File: src/hdl/isa_pkg.sv
package isa_pkg;

  localparam int INSTR_WIDTH = 32;
  localparam int OP_WIDTH    = 6;
  localparam int REG_WIDTH   = 6;
  localparam int IMM_WIDTH   = 8;

  // field positions, opcode at the top, immediate in the low byte
  localparam int OP_LSB = INSTR_WIDTH - OP_WIDTH;
  localparam int RT_LSB = OP_LSB - REG_WIDTH;
  localparam int RA_LSB = RT_LSB - REG_WIDTH;
  localparam int RB_LSB = RA_LSB - REG_WIDTH;

  // bit within the opcode, set when operand b is the immediate
  localparam int CONST_OP_BIT = OP_WIDTH - 1;

  typedef logic [INSTR_WIDTH-1:0] instr_t;

  typedef struct packed {
    logic                 valid;
    logic [OP_WIDTH-1:0]  op;
    logic [REG_WIDTH-1:0] rt;
    logic [REG_WIDTH-1:0] ra;
    logic [REG_WIDTH-1:0] rb;
    logic [IMM_WIDTH-1:0] imm;
    logic                 use_const;
  } dec_instr_t;

endpackage
File: src/hdl/fe_pkg.sv
package fe_pkg;

  localparam int SLOTS       = 4;
  localparam int IP_WIDTH    = 48;
  localparam int QUEUE_DEPTH = 4;
  localparam int THREADS     = 2;

  // queue pointer and fill count
  localparam int QPTR_WIDTH = $clog2(QUEUE_DEPTH);
  localparam int QCNT_WIDTH = $clog2(QUEUE_DEPTH + 1);

  typedef logic [IP_WIDTH-1:0] fetch_ip_t;

  localparam fetch_ip_t INIT_IP      = 48'h0000_f800_0000;
  localparam fetch_ip_t BUNDLE_BYTES = 48'd16;

  // slot 0 sits in the low word
  typedef isa_pkg::instr_t [SLOTS-1:0] bundle_t;

  // bus tag, echoed back with the response
  typedef struct packed {
    logic thread;
    logic epoch;
  } slot_t;

endpackage

File: src/hdl/front_top.sv
module front_top (
  input  logic                                   clk,
  input  logic                                   rst,
  input  logic                                   stall,
  input  logic                                   except,
  input  logic                                   except_thread,
  input  fe_pkg::fetch_ip_t                      except_ip,
  input  logic                                   bus_en,
  input  fe_pkg::slot_t                          bus_slot,
  input  fe_pkg::bundle_t                        bus_data,
  output logic                                   req_en,
  output fe_pkg::fetch_ip_t                      req_addr,
  output fe_pkg::slot_t                          req_slot,
  output logic                                   dec_valid,
  output logic                                   dec_thread,
  output fe_pkg::fetch_ip_t                      dec_ip,
  output isa_pkg::dec_instr_t [fe_pkg::SLOTS-1:0] dec_slots
);
  import fe_pkg::*;

  logic [THREADS-1:0]      thr_req;
  logic [THREADS-1:0]      thr_grant;
  logic [THREADS-1:0]      thr_pop;
  logic [THREADS-1:0]      thr_has;
  fetch_ip_t [THREADS-1:0] thr_addr;
  fetch_ip_t [THREADS-1:0] thr_ip;
  slot_t [THREADS-1:0]     thr_slot;
  bundle_t [THREADS-1:0]   thr_bundle;
  logic                    sel_thread;

  for (genvar t = 0; t < THREADS; t++) begin : gen_thread
    fetch_thread fetch_thread_inst (
      .clk           (clk),
      .rst           (rst),
      .thread_id     (1'(t)),
      .except        (except),
      .except_thread (except_thread),
      .except_ip     (except_ip),
      .bus_en        (bus_en),
      .bus_slot      (bus_slot),
      .bus_data      (bus_data),
      .grant         (thr_grant[t]),
      .pop           (thr_pop[t]),
      .req           (thr_req[t]),
      .req_addr      (thr_addr[t]),
      .req_slot      (thr_slot[t]),
      .has_bundle    (thr_has[t]),
      .head_bundle   (thr_bundle[t]),
      .head_ip       (thr_ip[t])
    );
  end

  thread_sched thread_sched_inst (
    .clk           (clk),
    .rst           (rst),
    .stall         (stall),
    .except        (except),
    .except_thread (except_thread),
    .req           (thr_req),
    .req_addr_t    (thr_addr),
    .req_slot_t    (thr_slot),
    .has_bundle    (thr_has),
    .grant         (thr_grant),
    .pop           (thr_pop),
    .sel_thread    (sel_thread),
    .req_en        (req_en),
    .req_addr      (req_addr),
    .req_slot      (req_slot)
  );

  // only the selected thread is ever popped
  bundle_decoder bundle_decoder_inst (
    .clk        (clk),
    .rst        (rst),
    .stall      (stall),
    .load       (|thr_pop),
    .sel_thread (sel_thread),
    .bundle     (thr_bundle[sel_thread]),
    .ip         (thr_ip[sel_thread]),
    .dec_valid  (dec_valid),
    .dec_thread (dec_thread),
    .dec_ip     (dec_ip),
    .dec_slots  (dec_slots)
  );

endmodule

File: src/hdl/bundle_decoder.sv
module bundle_decoder (
  input  logic                                   clk,
  input  logic                                   rst,
  input  logic                                   stall,
  input  logic                                   load,
  input  logic                                   sel_thread,
  input  fe_pkg::bundle_t                        bundle,
  input  fe_pkg::fetch_ip_t                      ip,
  output logic                                   dec_valid,
  output logic                                   dec_thread,
  output fe_pkg::fetch_ip_t                      dec_ip,
  output isa_pkg::dec_instr_t [fe_pkg::SLOTS-1:0] dec_slots
);
  import isa_pkg::*;
  import fe_pkg::*;

  dec_instr_t [SLOTS-1:0] split_slots;

  function automatic dec_instr_t split(input instr_t word);
    dec_instr_t d;
    // all-zero word is padding
    d.valid     = (word != '0);
    d.op        = word[OP_LSB +: OP_WIDTH];
    d.rt        = word[RT_LSB +: REG_WIDTH];
    d.ra        = word[RA_LSB +: REG_WIDTH];
    d.rb        = word[RB_LSB +: REG_WIDTH];
    d.imm       = word[IMM_WIDTH-1:0];
    d.use_const = d.op[CONST_OP_BIT];
    return d;
  endfunction

  always_comb begin
    for (int i = 0; i < SLOTS; i++) begin
      split_slots[i] = split(bundle[i]);
    end
  end

  always_ff @(posedge clk) begin
    if (rst) begin
      dec_valid <= 1'b0;
    end else if (!stall) begin
      dec_valid <= load;
    end
  end

  // everything holds under stall
  always_ff @(posedge clk) begin
    if (load && !stall) begin
      dec_thread <= sel_thread;
      dec_ip     <= ip;
      dec_slots  <= split_slots;
    end
  end

endmodule

File: src/hdl/thread_sched.sv
module thread_sched (
  input  logic                                      clk,
  input  logic                                      rst,
  input  logic                                      stall,
  input  logic                                      except,
  input  logic                                      except_thread,
  input  logic [fe_pkg::THREADS-1:0]                req,
  input  fe_pkg::fetch_ip_t [fe_pkg::THREADS-1:0]   req_addr_t,
  input  fe_pkg::slot_t [fe_pkg::THREADS-1:0]       req_slot_t,
  input  logic [fe_pkg::THREADS-1:0]                has_bundle,
  output logic [fe_pkg::THREADS-1:0]                grant,
  output logic [fe_pkg::THREADS-1:0]                pop,
  output logic                                      sel_thread,
  output logic                                      req_en,
  output fe_pkg::fetch_ip_t                         req_addr,
  output fe_pkg::slot_t                             req_slot
);
  import fe_pkg::*;

  logic bus_thread;
  logic prev_thread;

  // thread 0 wins the bus, thread 1 keeps asking
  assign bus_thread = !req[0];
  assign req_en     = |req;
  assign req_addr   = req_addr_t[bus_thread];
  assign req_slot   = req_slot_t[bus_thread];

  always_comb begin
    grant             = '0;
    grant[bus_thread] = req[bus_thread];
  end

  // go to the only thread with work or to the one not being redirected
  always_comb begin
    if (has_bundle[0] && (!has_bundle[1] || (except && except_thread))) begin
      sel_thread = 1'b0;
    end else if (has_bundle[1] && (!has_bundle[0] || (except && !except_thread))) begin
      sel_thread = 1'b1;
    end else begin
      sel_thread = !prev_thread;
    end
  end

  // a queue being flushed this cycle is not popped
  always_comb begin
    for (int t = 0; t < THREADS; t++) begin
      pop[t] = !stall && (sel_thread == 1'(t)) && has_bundle[t] &&
               !(except && (except_thread == 1'(t)));
    end
  end

  always_ff @(posedge clk) begin
    if (rst) begin
      prev_thread <= 1'b0;
    end else if (!stall) begin
      prev_thread <= sel_thread;
    end
  end

endmodule

File: src/hdl/fetch_thread.sv
module fetch_thread (
  input  logic              clk,
  input  logic              rst,
  input  logic              thread_id,
  input  logic              except,
  input  logic              except_thread,
  input  fe_pkg::fetch_ip_t except_ip,
  input  logic              bus_en,
  input  fe_pkg::slot_t     bus_slot,
  input  fe_pkg::bundle_t   bus_data,
  input  logic              grant,
  input  logic              pop,
  output logic              req,
  output fe_pkg::fetch_ip_t req_addr,
  output fe_pkg::slot_t     req_slot,
  output logic              has_bundle,
  output fe_pkg::bundle_t   head_bundle,
  output fe_pkg::fetch_ip_t head_ip
);
  import fe_pkg::*;

  fetch_ip_t             ip;
  fetch_ip_t             pend_ip;
  logic                  epoch;
  logic                  outstanding;
  bundle_t               q_bundle [QUEUE_DEPTH];
  fetch_ip_t             q_ip [QUEUE_DEPTH];
  logic [QPTR_WIDTH-1:0] wr_ptr;
  logic [QPTR_WIDTH-1:0] rd_ptr;
  logic [QCNT_WIDTH-1:0] count;
  logic                  redirect;
  logic                  resp_hit;
  logic                  do_push;
  logic                  do_pop;

  assign redirect = except && (except_thread == thread_id);

  // stale epoch or other thread: drop
  assign resp_hit = bus_en && outstanding &&
                    (bus_slot.thread == thread_id) && (bus_slot.epoch == epoch);
  assign do_push  = resp_hit && !redirect;
  assign do_pop   = pop && has_bundle && !redirect;

  // only one bundle in flight, so free room covers it once it lands
  assign req      = !rst && !outstanding && !redirect &&
                    (count < QCNT_WIDTH'(QUEUE_DEPTH));
  assign req_addr = ip;
  assign req_slot = '{thread: thread_id, epoch: epoch};

  assign has_bundle  = (count != '0);
  assign head_bundle = q_bundle[rd_ptr];
  assign head_ip     = q_ip[rd_ptr];

  always_ff @(posedge clk) begin
    if (rst) begin
      ip          <= INIT_IP;
      epoch       <= 1'b0;
      outstanding <= 1'b0;
    end else if (redirect) begin
      ip          <= except_ip;
      epoch       <= !epoch;
      outstanding <= 1'b0;
    end else if (grant) begin
      ip          <= ip + BUNDLE_BYTES;
      outstanding <= 1'b1;
    end else if (resp_hit) begin
      outstanding <= 1'b0;
    end
  end

  // address of the request in flight
  always_ff @(posedge clk) begin
    if (grant) begin
      pend_ip <= ip;
    end
  end

  always_ff @(posedge clk) begin
    if (rst || redirect) begin
      wr_ptr <= '0;
      rd_ptr <= '0;
      count  <= '0;
    end else begin
      if (do_push) begin
        wr_ptr <= wr_ptr + 1'b1;
      end
      if (do_pop) begin
        rd_ptr <= rd_ptr + 1'b1;
      end
      case ({do_push, do_pop})
        2'b10:   count <= count + 1'b1;
        2'b01:   count <= count - 1'b1;
        default: count <= count;
      endcase
    end
  end

  always_ff @(posedge clk) begin
    if (do_push) begin
      q_bundle[wr_ptr] <= bus_data;
      q_ip[wr_ptr]     <= pend_ip;
    end
  end

endmodule

File: config.mk
export PLATFORM = sky130hd
export DESIGN_NAME = front_top
export DESIGN_NICKNAME = d
export VERILOG_FILES = /design/src/hdl/isa_pkg.sv /design/src/hdl/fe_pkg.sv /design/src/hdl/front_top.sv /design/src/hdl/bundle_decoder.sv /design/src/hdl/thread_sched.sv /design/src/hdl/fetch_thread.sv
export SDC_FILE = /design/constraint.sdc
export NUM_CORES = 2
export LEC_CHECK = 0
export BUFFER_PORTS_ARGS = -buffer_cell sky130_fd_sc_hd__buf_2
export CAP_MARGIN = 20
export CORE_AREA = 3 3 396 398
export DETAILED_ROUTE_END_ITERATION = 8
export DIE_AREA = 0 0 399 401
export HOLD_SLACK_MARGIN = 0.02
export PLACE_DENSITY = 0.66
export SYNTH_ARGS = -nofsm -noshare
export SYNTH_HDL_FRONTEND = slang
export SYNTH_SLANG_ARGS = --single-unit
File: constraint.sdc
create_clock -name clk -period 28.5 [get_ports clk]
set_input_delay 1.425 -clock clk [delete_from_list [all_inputs] [get_ports clk]]
set_output_delay 1.425 -clock clk [all_outputs]
set_load 0.05 [all_outputs]
### Yosys cells after proc, flatten, opt, wreduce, memory -nomap -nowiden

Memory sizes are Yosys's and may differ from the RTL's. A register that Yosys moved wholly into a read port is not among the register bits.
Index checks and enable logic that the tools add are counted.

* flip-flop bits (word level): 397
* bits in latches: 0
* memory bits (writable): 1408
* bits in read-only memories: 0
* input bits: 184
* output and inout bits: 237
* word-level logic and storage cells: 175
* memories kept: 4

* $add $sub $neg: 10
* multipliers: 0
* divide/modulo/power cells: 0
* order comparisons: 5
* eq/ne operators: 6
* shift-type cells: 0
* muxes and demuxes: 36
* bitwise gates (word level): 4
* reduce and logical (&&, ||, !) cells: 64

Memories
* gen_thread[0].fetch_thread_inst.q_bundle: depth 4, width 128, read ports 1, clocked after memory_dff 1, wr ports 1, line fetch_thread.sv:26 `bundle_t q_bundle [QUEUE_DEPTH];`
* gen_thread[1].fetch_thread_inst.q_bundle: depth 4, width 128, read ports 1, clocked after memory_dff 1, wr ports 1, line fetch_thread.sv:26
* gen_thread[0].fetch_thread_inst.q_ip: depth 4, width 48, read ports 1, clocked after memory_dff 1, wr ports 1, line fetch_thread.sv:27 `fetch_ip_t q_ip [QUEUE_DEPTH];`
* gen_thread[1].fetch_thread_inst.q_ip: depth 4, width 48, read ports 1, clocked after memory_dff 1, wr ports 1, line fetch_thread.sv:27

Operator list (count)
* $mux W48: 8
* $mux W128: 2
* $reduce_bool A32 Y1: 4
* $add A48 B5 Y48 const B: 2
* $logic_and A1 B1 Y1: 31
* $mux W2: 10
* $logic_not A1 Y1: 13
* $mux W1: 13
* $pmux W3 S2: 2
* $reduce_bool A2 Y1: 6
* $add A2 B1 Y2 const B: 4
* $reduce_or A2 Y1: 4
* $add A3 B1 Y3 const B: 2
* $lt A3 B3 Y1 const B: 2
* $reduce_bool A3 Y1: 2
* $sub A3 B1 Y3 const B: 2
* $eq A2 B1 Y1 const B: 2
* $eq A2 B2 Y1 const B: 2
* $logic_or A1 B1 Y1: 4
* $lt A1 B2 Y1 const B: 2
* $not A1 Y1: 3
* $and A2 B2 Y2: 1
* $eq A1 B1 Y1: 2
* $demux W1 S1: 1
* $ge A1 B1 Y1 const B: 1

### Longest topological paths before layout

* depth after elaboration: 14
* gate-level depth with buffers: 11
* gate-level depth less buffers: 10

### By module

Synthesis repeated with hierarchy kept, for this count alone.

* cells, all modules: 3183
* area, all modules: 68941.1 um^2

Modules (own cells, without submodules)
* fetch_thread at gen_thread[0].fetch_thread_inst: times used 1, cells each 1339, area each 29826.1 um^2, sequential area each 23762.8 um^2
* fetch_thread at gen_thread[1].fetch_thread_inst: times used 1, cells each 1339, area each 29824.9 um^2, sequential area each 23762.8 um^2
* bundle_decoder: times used 1, cells each 233, area each 5800.6 um^2, sequential area each 5455.2 um^2
* front_top: times used 1, cells each 199, area each 2727.6 um^2, sequential area each 0.0 um^2
* thread_sched: times used 1, cells each 73, area each 762.0 um^2, sequential area each 20.0 um^2

### Least setup slack after synthesis

Ideal clock, no wire load.

* path kind: input to register
* start point: input except_thread
* end point: register bundle_decoder_inst.dec_ip[0] (enable)
* library setup time: 786 ps
* arrival: 10810 ps
* data required time: 27714 ps
* path slack: 16904 ps
* stages: 5
* buffers on the path: 2
* cells stage by stage: nand2b_1 clkbuf_1 clkbuf_1 nand2_1 a21oi_1

* word-level cells in the longest chain between the ends: 12
* elaborated cells between the ends (all ways): 22
* those cells by class: mux (2); bitwise (2); reduce/logical (18)

RTL lines
* from (decl): line front_top.sv:6 `input logic except_thread,`
* $logic_not A1 Y1: line thread_sched.sv:38 `end else if (has_bundle[1] && (!has_bundle[0] || (except && !except_thread))) begin`
* $logic_and A1 B1 Y1: line thread_sched.sv:38
* $logic_or A1 B1 Y1: line thread_sched.sv:38
* $logic_and A1 B1 Y1: line thread_sched.sv:38
* $mux W1: line thread_sched.sv:38
* $mux W1: line thread_sched.sv:36 `if (has_bundle[0] && (!has_bundle[1] || (except && except_thread))) begin`
* $not A1 Y1: line thread_sched.sv:48 `pop[t] = !stall && (sel_thread == 1'(t)) && has_bundle[t] &&`
* $logic_and A1 B1 Y1 (3 in series): line thread_sched.sv:48
* $reduce_or A2 Y1 (*): line front_top.sv:76 `.load (|thr_pop),`
* $logic_and A1 B1 Y1 (*): line bundle_decoder.sv:48 `if (load && !stall) begin`
* to (signal assigned): line bundle_decoder.sv:50 `dec_ip <= ip;`
* to (decl): line bundle_decoder.sv:11 `output fe_pkg::fetch_ip_t dec_ip,`

Mark *: on every way between the ends. The rest lies on a longest branch, timed or not.
A chain may end at the register's enable or synchronous reset.

### Final worst setup path

* start point: input rst
* end point: output req_addr[9]

* word-level cells in the longest chain between the ends: 6

RTL lines
* from (decl): line front_top.sv:3 `input logic rst,`
* $logic_not A1 Y1: line fetch_thread.sv:45 `assign req = !rst && !outstanding && !redirect &&`
* $logic_and A1 B1 Y1 (3 in series): line fetch_thread.sv:45
* $mux W48 (not written as such) (2 in series): line thread_sched.sv:26 `assign req_addr = req_addr_t[bus_thread];`
* to (decl): line front_top.sv:12 `output fe_pkg::fetch_ip_t req_addr,`

No other way between the ends. The select of a mux whose other input is x is not followed.

==> results.tsv <==
stage	metric	value	unit
outcome	status	completed	
route	dr.pass1.iters	5	
clock_tree	cts.path.max_buffers	3	
clock_tree	cts_tree	yes	
global_routing	antenna_found_initial	33	
global_routing	grt_usage	21.6	%
clock_tree	cts_setup_buffers	0	
synth	ys_ff_latch	1805	
floorplanning	fp.dieH	401	microns
floorplanning	core-area	154000	sq um
place	place_congestion	0.875	
place	place_hpwl	104	mm
timing	worstMarginPinSlew	1.17	ns
synth	synth_edf_count	1685	
global_routing	grt_pass1_wl	253	mm
timing	rsz0062_at_grt	no	
timing	max-slew-margin-rel	21.9	%
finish	synthToLayoutAreaGrowth	15.4	%
power_and_ir_drop	combPwrFrac	3.9	%
synth	synthTopCellsByArea	edfxtp_1 (74%), mux4_2 (12%), dfxtp_1 (3.5%), mux2_2 (2.9%), nand2_1 (1.2%)	
setup_path	arrival	4.58	ns
timing	finalHoldWorstSlack	0.485	ns
route	vias_per_cell	5.83	
power_and_ir_drop	ir_drop	58.5	uV
route	wire_per_inst	28.2	microns
place	port_buffers	420	
synth	synth_nets	3621	
min_path	min-delay-path-class	reg -> reg	
synth	ys_warn_count	0	
floorplanning	boundaryPins	421	
clock_tree	clock_sinks	1805	
setup_path	worstSetupStartpointType	input port	
clock_tree	clock_latency	0.81	ns
clock_tree	cts-root-buf	clkbuf_16	
route	drc	0	
finish	final_area	79400	sq um
setup_path	worstSetupPathType	in -> out	
synth	syn-cell-area	68800	sq um
global_routing	top_usage_layer	met2	
place	place_area	73400	sq um
synth	yosys.area.top_type	edfxtp_1	
timing	drv_slew	0	
timing	skew	0.0501	ns
clock_tree	clk_pin_slew_worst_paths	0.06	ns
floorplanning	initial_core_util	44.8	%
power_and_ir_drop	seq_power_share	53.4	%
synth	async_flop_share	0	%
power_and_ir_drop	switching_power	1.18	mW
finish	fin_util	51.7	%
route	drt-total-wl	173	mm
clock_tree	postCtsHoldBufs	0	
power_and_ir_drop	pwr-share-clk	42.7	%
power_and_ir_drop	internal_power	4.38	mW
power_and_ir_drop	powerDensity	70.1	nW/um^2
setup_path	endpoint_kind	primary output	
timing	setup_ws	22.50	ns
route	dr_total_vias	35700	
setup_path	cp.required	27.07	ns
global_routing	grt_pass1_vias	36200	
finish	seq_area	53000	sq um
global_routing	met2_usage	34.7	%
global_routing	globalRouteOverflowTotal	0	
clock_tree	htreeDepth	4	
route	drtIter0Drc	3806	
global_routing	grt_max_degree	138	
setup_path	cp_max_fo	81	
finish	drive_gt1_share	32.3	%
finish	fillers	12100	
clock_tree	cts_made_buffers	182	
flow_run	drv_cap	0	
global_routing	use_met1	30.0	%
synth	synth_top_cell_area_share	73.5	%
timing	final-hold-violation-count	0	
clock_tree	ctsResizeCount	0	
synth	synthCells	3423	
floorplanning	die_x	399	microns
timing	fin_crit_sh	21.1	%
synth	ys_types	64	
synth	synth_ff_type	edfxtp_1	
synth	yosysSeqAreaShare	77.0	%
timing	final-setup-viol-count	0	
global_routing	grt.met3_usage	4.34	%
timing	setup_tns	0	ns
place	dp_worst_setup_slack	22.56	ns
route	ant_nets	0	
power_and_ir_drop	leakagePower	25.1	nW
synth	avgSynthCellArea	20.1	sq um
finish	layout.nets	4116	
floorplanning	die-area	160000	sq um
power_and_ir_drop	switching_share	21.3	%
floorplanning	row_count	144	
timing	fmax	167	MHz
timing	min_period	6.00	ns
finish	multi_input_area	15100	sq um
## area by class of cell
type                       instances  share of cell area [%]
timing repair buffer             487                    3.36
antenna                           16                  0.0504
inverter                          26                   0.126
clock buffer                     237                    6.25
clock inverter                    91                    1.29
multi-input combinational       1416                    19.0
sequential                      1805                    66.7
tap                             2044                    3.22
## synth_stat cells, types with 29 or more instances
| cell | number |
|---|---|
| clkbuf_1 | 98 |
| dfxtp_1 | 120 |
| mux4_2 | 352 |
| buf_2 | 43 |
| nand4_1 | 47 |
| nand3_1 | 38 |
| nand2_1 | 218 |
| a21oi_1 | 66 |
| and3_1 | 29 |
| o21ai_0 | 52 |
| nor4_1 | 82 |
| mux2_2 | 178 |
| nor2_1 | 61 |
| a31oi_1 | 41 |
| edfxtp_1 | 1685 |
## sequential cells by signal, indices dropped and copies added, names as in the netlist, named ones only
| name | count |
|---|---|
| bundle_decoder_inst.dec_thread | 1 |
| gen_thread.fetch_thread_inst.outstanding | 2 |
| gen_thread.fetch_thread_inst.rd_ptr | 4 |
| gen_thread.fetch_thread_inst.q_ip | 384 |
| bundle_decoder_inst.dec_valid | 1 |
| gen_thread.fetch_thread_inst.count | 6 |
| gen_thread.fetch_thread_inst.wr_ptr | 4 |
| gen_thread.fetch_thread_inst.pend_ip | 96 |
| gen_thread.fetch_thread_inst.epoch | 2 |
| bundle_decoder_inst.dec_ip | 48 |
| gen_thread.fetch_thread_inst.q_bundle | 1024 |
| bundle_decoder_inst.dec_slots | 132 |
| thread_sched_inst.prev_thread | 1 |
| gen_thread.fetch_thread_inst.req_addr | 96 |
## metal layers
metal,share of wire (%),up-vias
li1,-,15200
met1,41,18600
met2,49,1584
met3,8.1,280
met4,2.3,14
met5,0.058,-
## worst max-delay path, cell delays in order
cell     delay (ns)
buf_2          0.09
buf_4          0.26
inv_1          0.12
buf_4          0.33
nand3_2        0.09
buf_4          0.34
inv_4          0.37
buf_4          0.80
nand2_1        0.14
o21ai_0        0.11
buf_2          0.30
## cells in the final DEF (no fill, tap or decap), drive strengths merged, types with 10 or more instances in the layout
cell	count
xor2	13
o21ai	52
buf	487
nand4	47
a211oi	11
nor2	61
mux4	352
edfxtp	1685
o31ai	14
clkbuf	237
bufinv	16
diode	16
clkinv	58
or4	27
inv	33
nand3	40
ha	12
nand2	218
and3	29
xnor2	13
dfxtp	120
a21oi	66
o211ai	22
nor3	27
clkinvlp	10
or3	21
mux2	178
and2	15
a31oi	41
nor4	82
## final timing paths
path	start	endpoint	slack, ns	depth (start not counted)
worst max register to register	register	bundle_decoder_inst.dec_slots[33]	24.03	7
worst max-delay path	rst	req_addr[9]	22.50	11
worst min register to register	gen_thread[1].fetch_thread_inst.pend_ip[43]	gen_thread[1].fetch_thread_inst.q_ip[1][43]	0.48	0
worst min-delay path	gen_thread[1].fetch_thread_inst.pend_ip[43]	gen_thread[1].fetch_thread_inst.q_ip[1][43]	0.48	0
## power by group through the flow
stage / sequential, mW / combinational, mW / clock [mW]
2_1_floorplan: 3.02 / 0.122 / 0
3_3_place_gp: 3.02 / 0.216 / 0
3_5_place_dp: 3.03 / 0.219 / 0
4_1_cts: 2.97 / 0.220 / 2.43
5_1_grt: 2.97 / 0.234 / 2.53
6_report: 2.97 / 0.219 / 2.38
## through the flow
step	instances	total power, mW
after floorplan	3423	3.15
after global placement	5777	3.24
after detailed placement	5778	3.24
after CTS	6106	5.61
after global routing	6110	5.74
final	6122	5.57
## kinds of logic after synthesis
group | Yosys count | share of synthesized area, %
flops | 1805 | 77.0
simple gates | 590 | 4.37
mux | 536 | 14.5
compound gates | 250 | 2.30
buf+inv | 202 | 1.21
xor+xnor | 26 | 0.331
fa+ha+maj | 14 | 0.276
No activity file was read; power rests on OpenSTA's default activity.
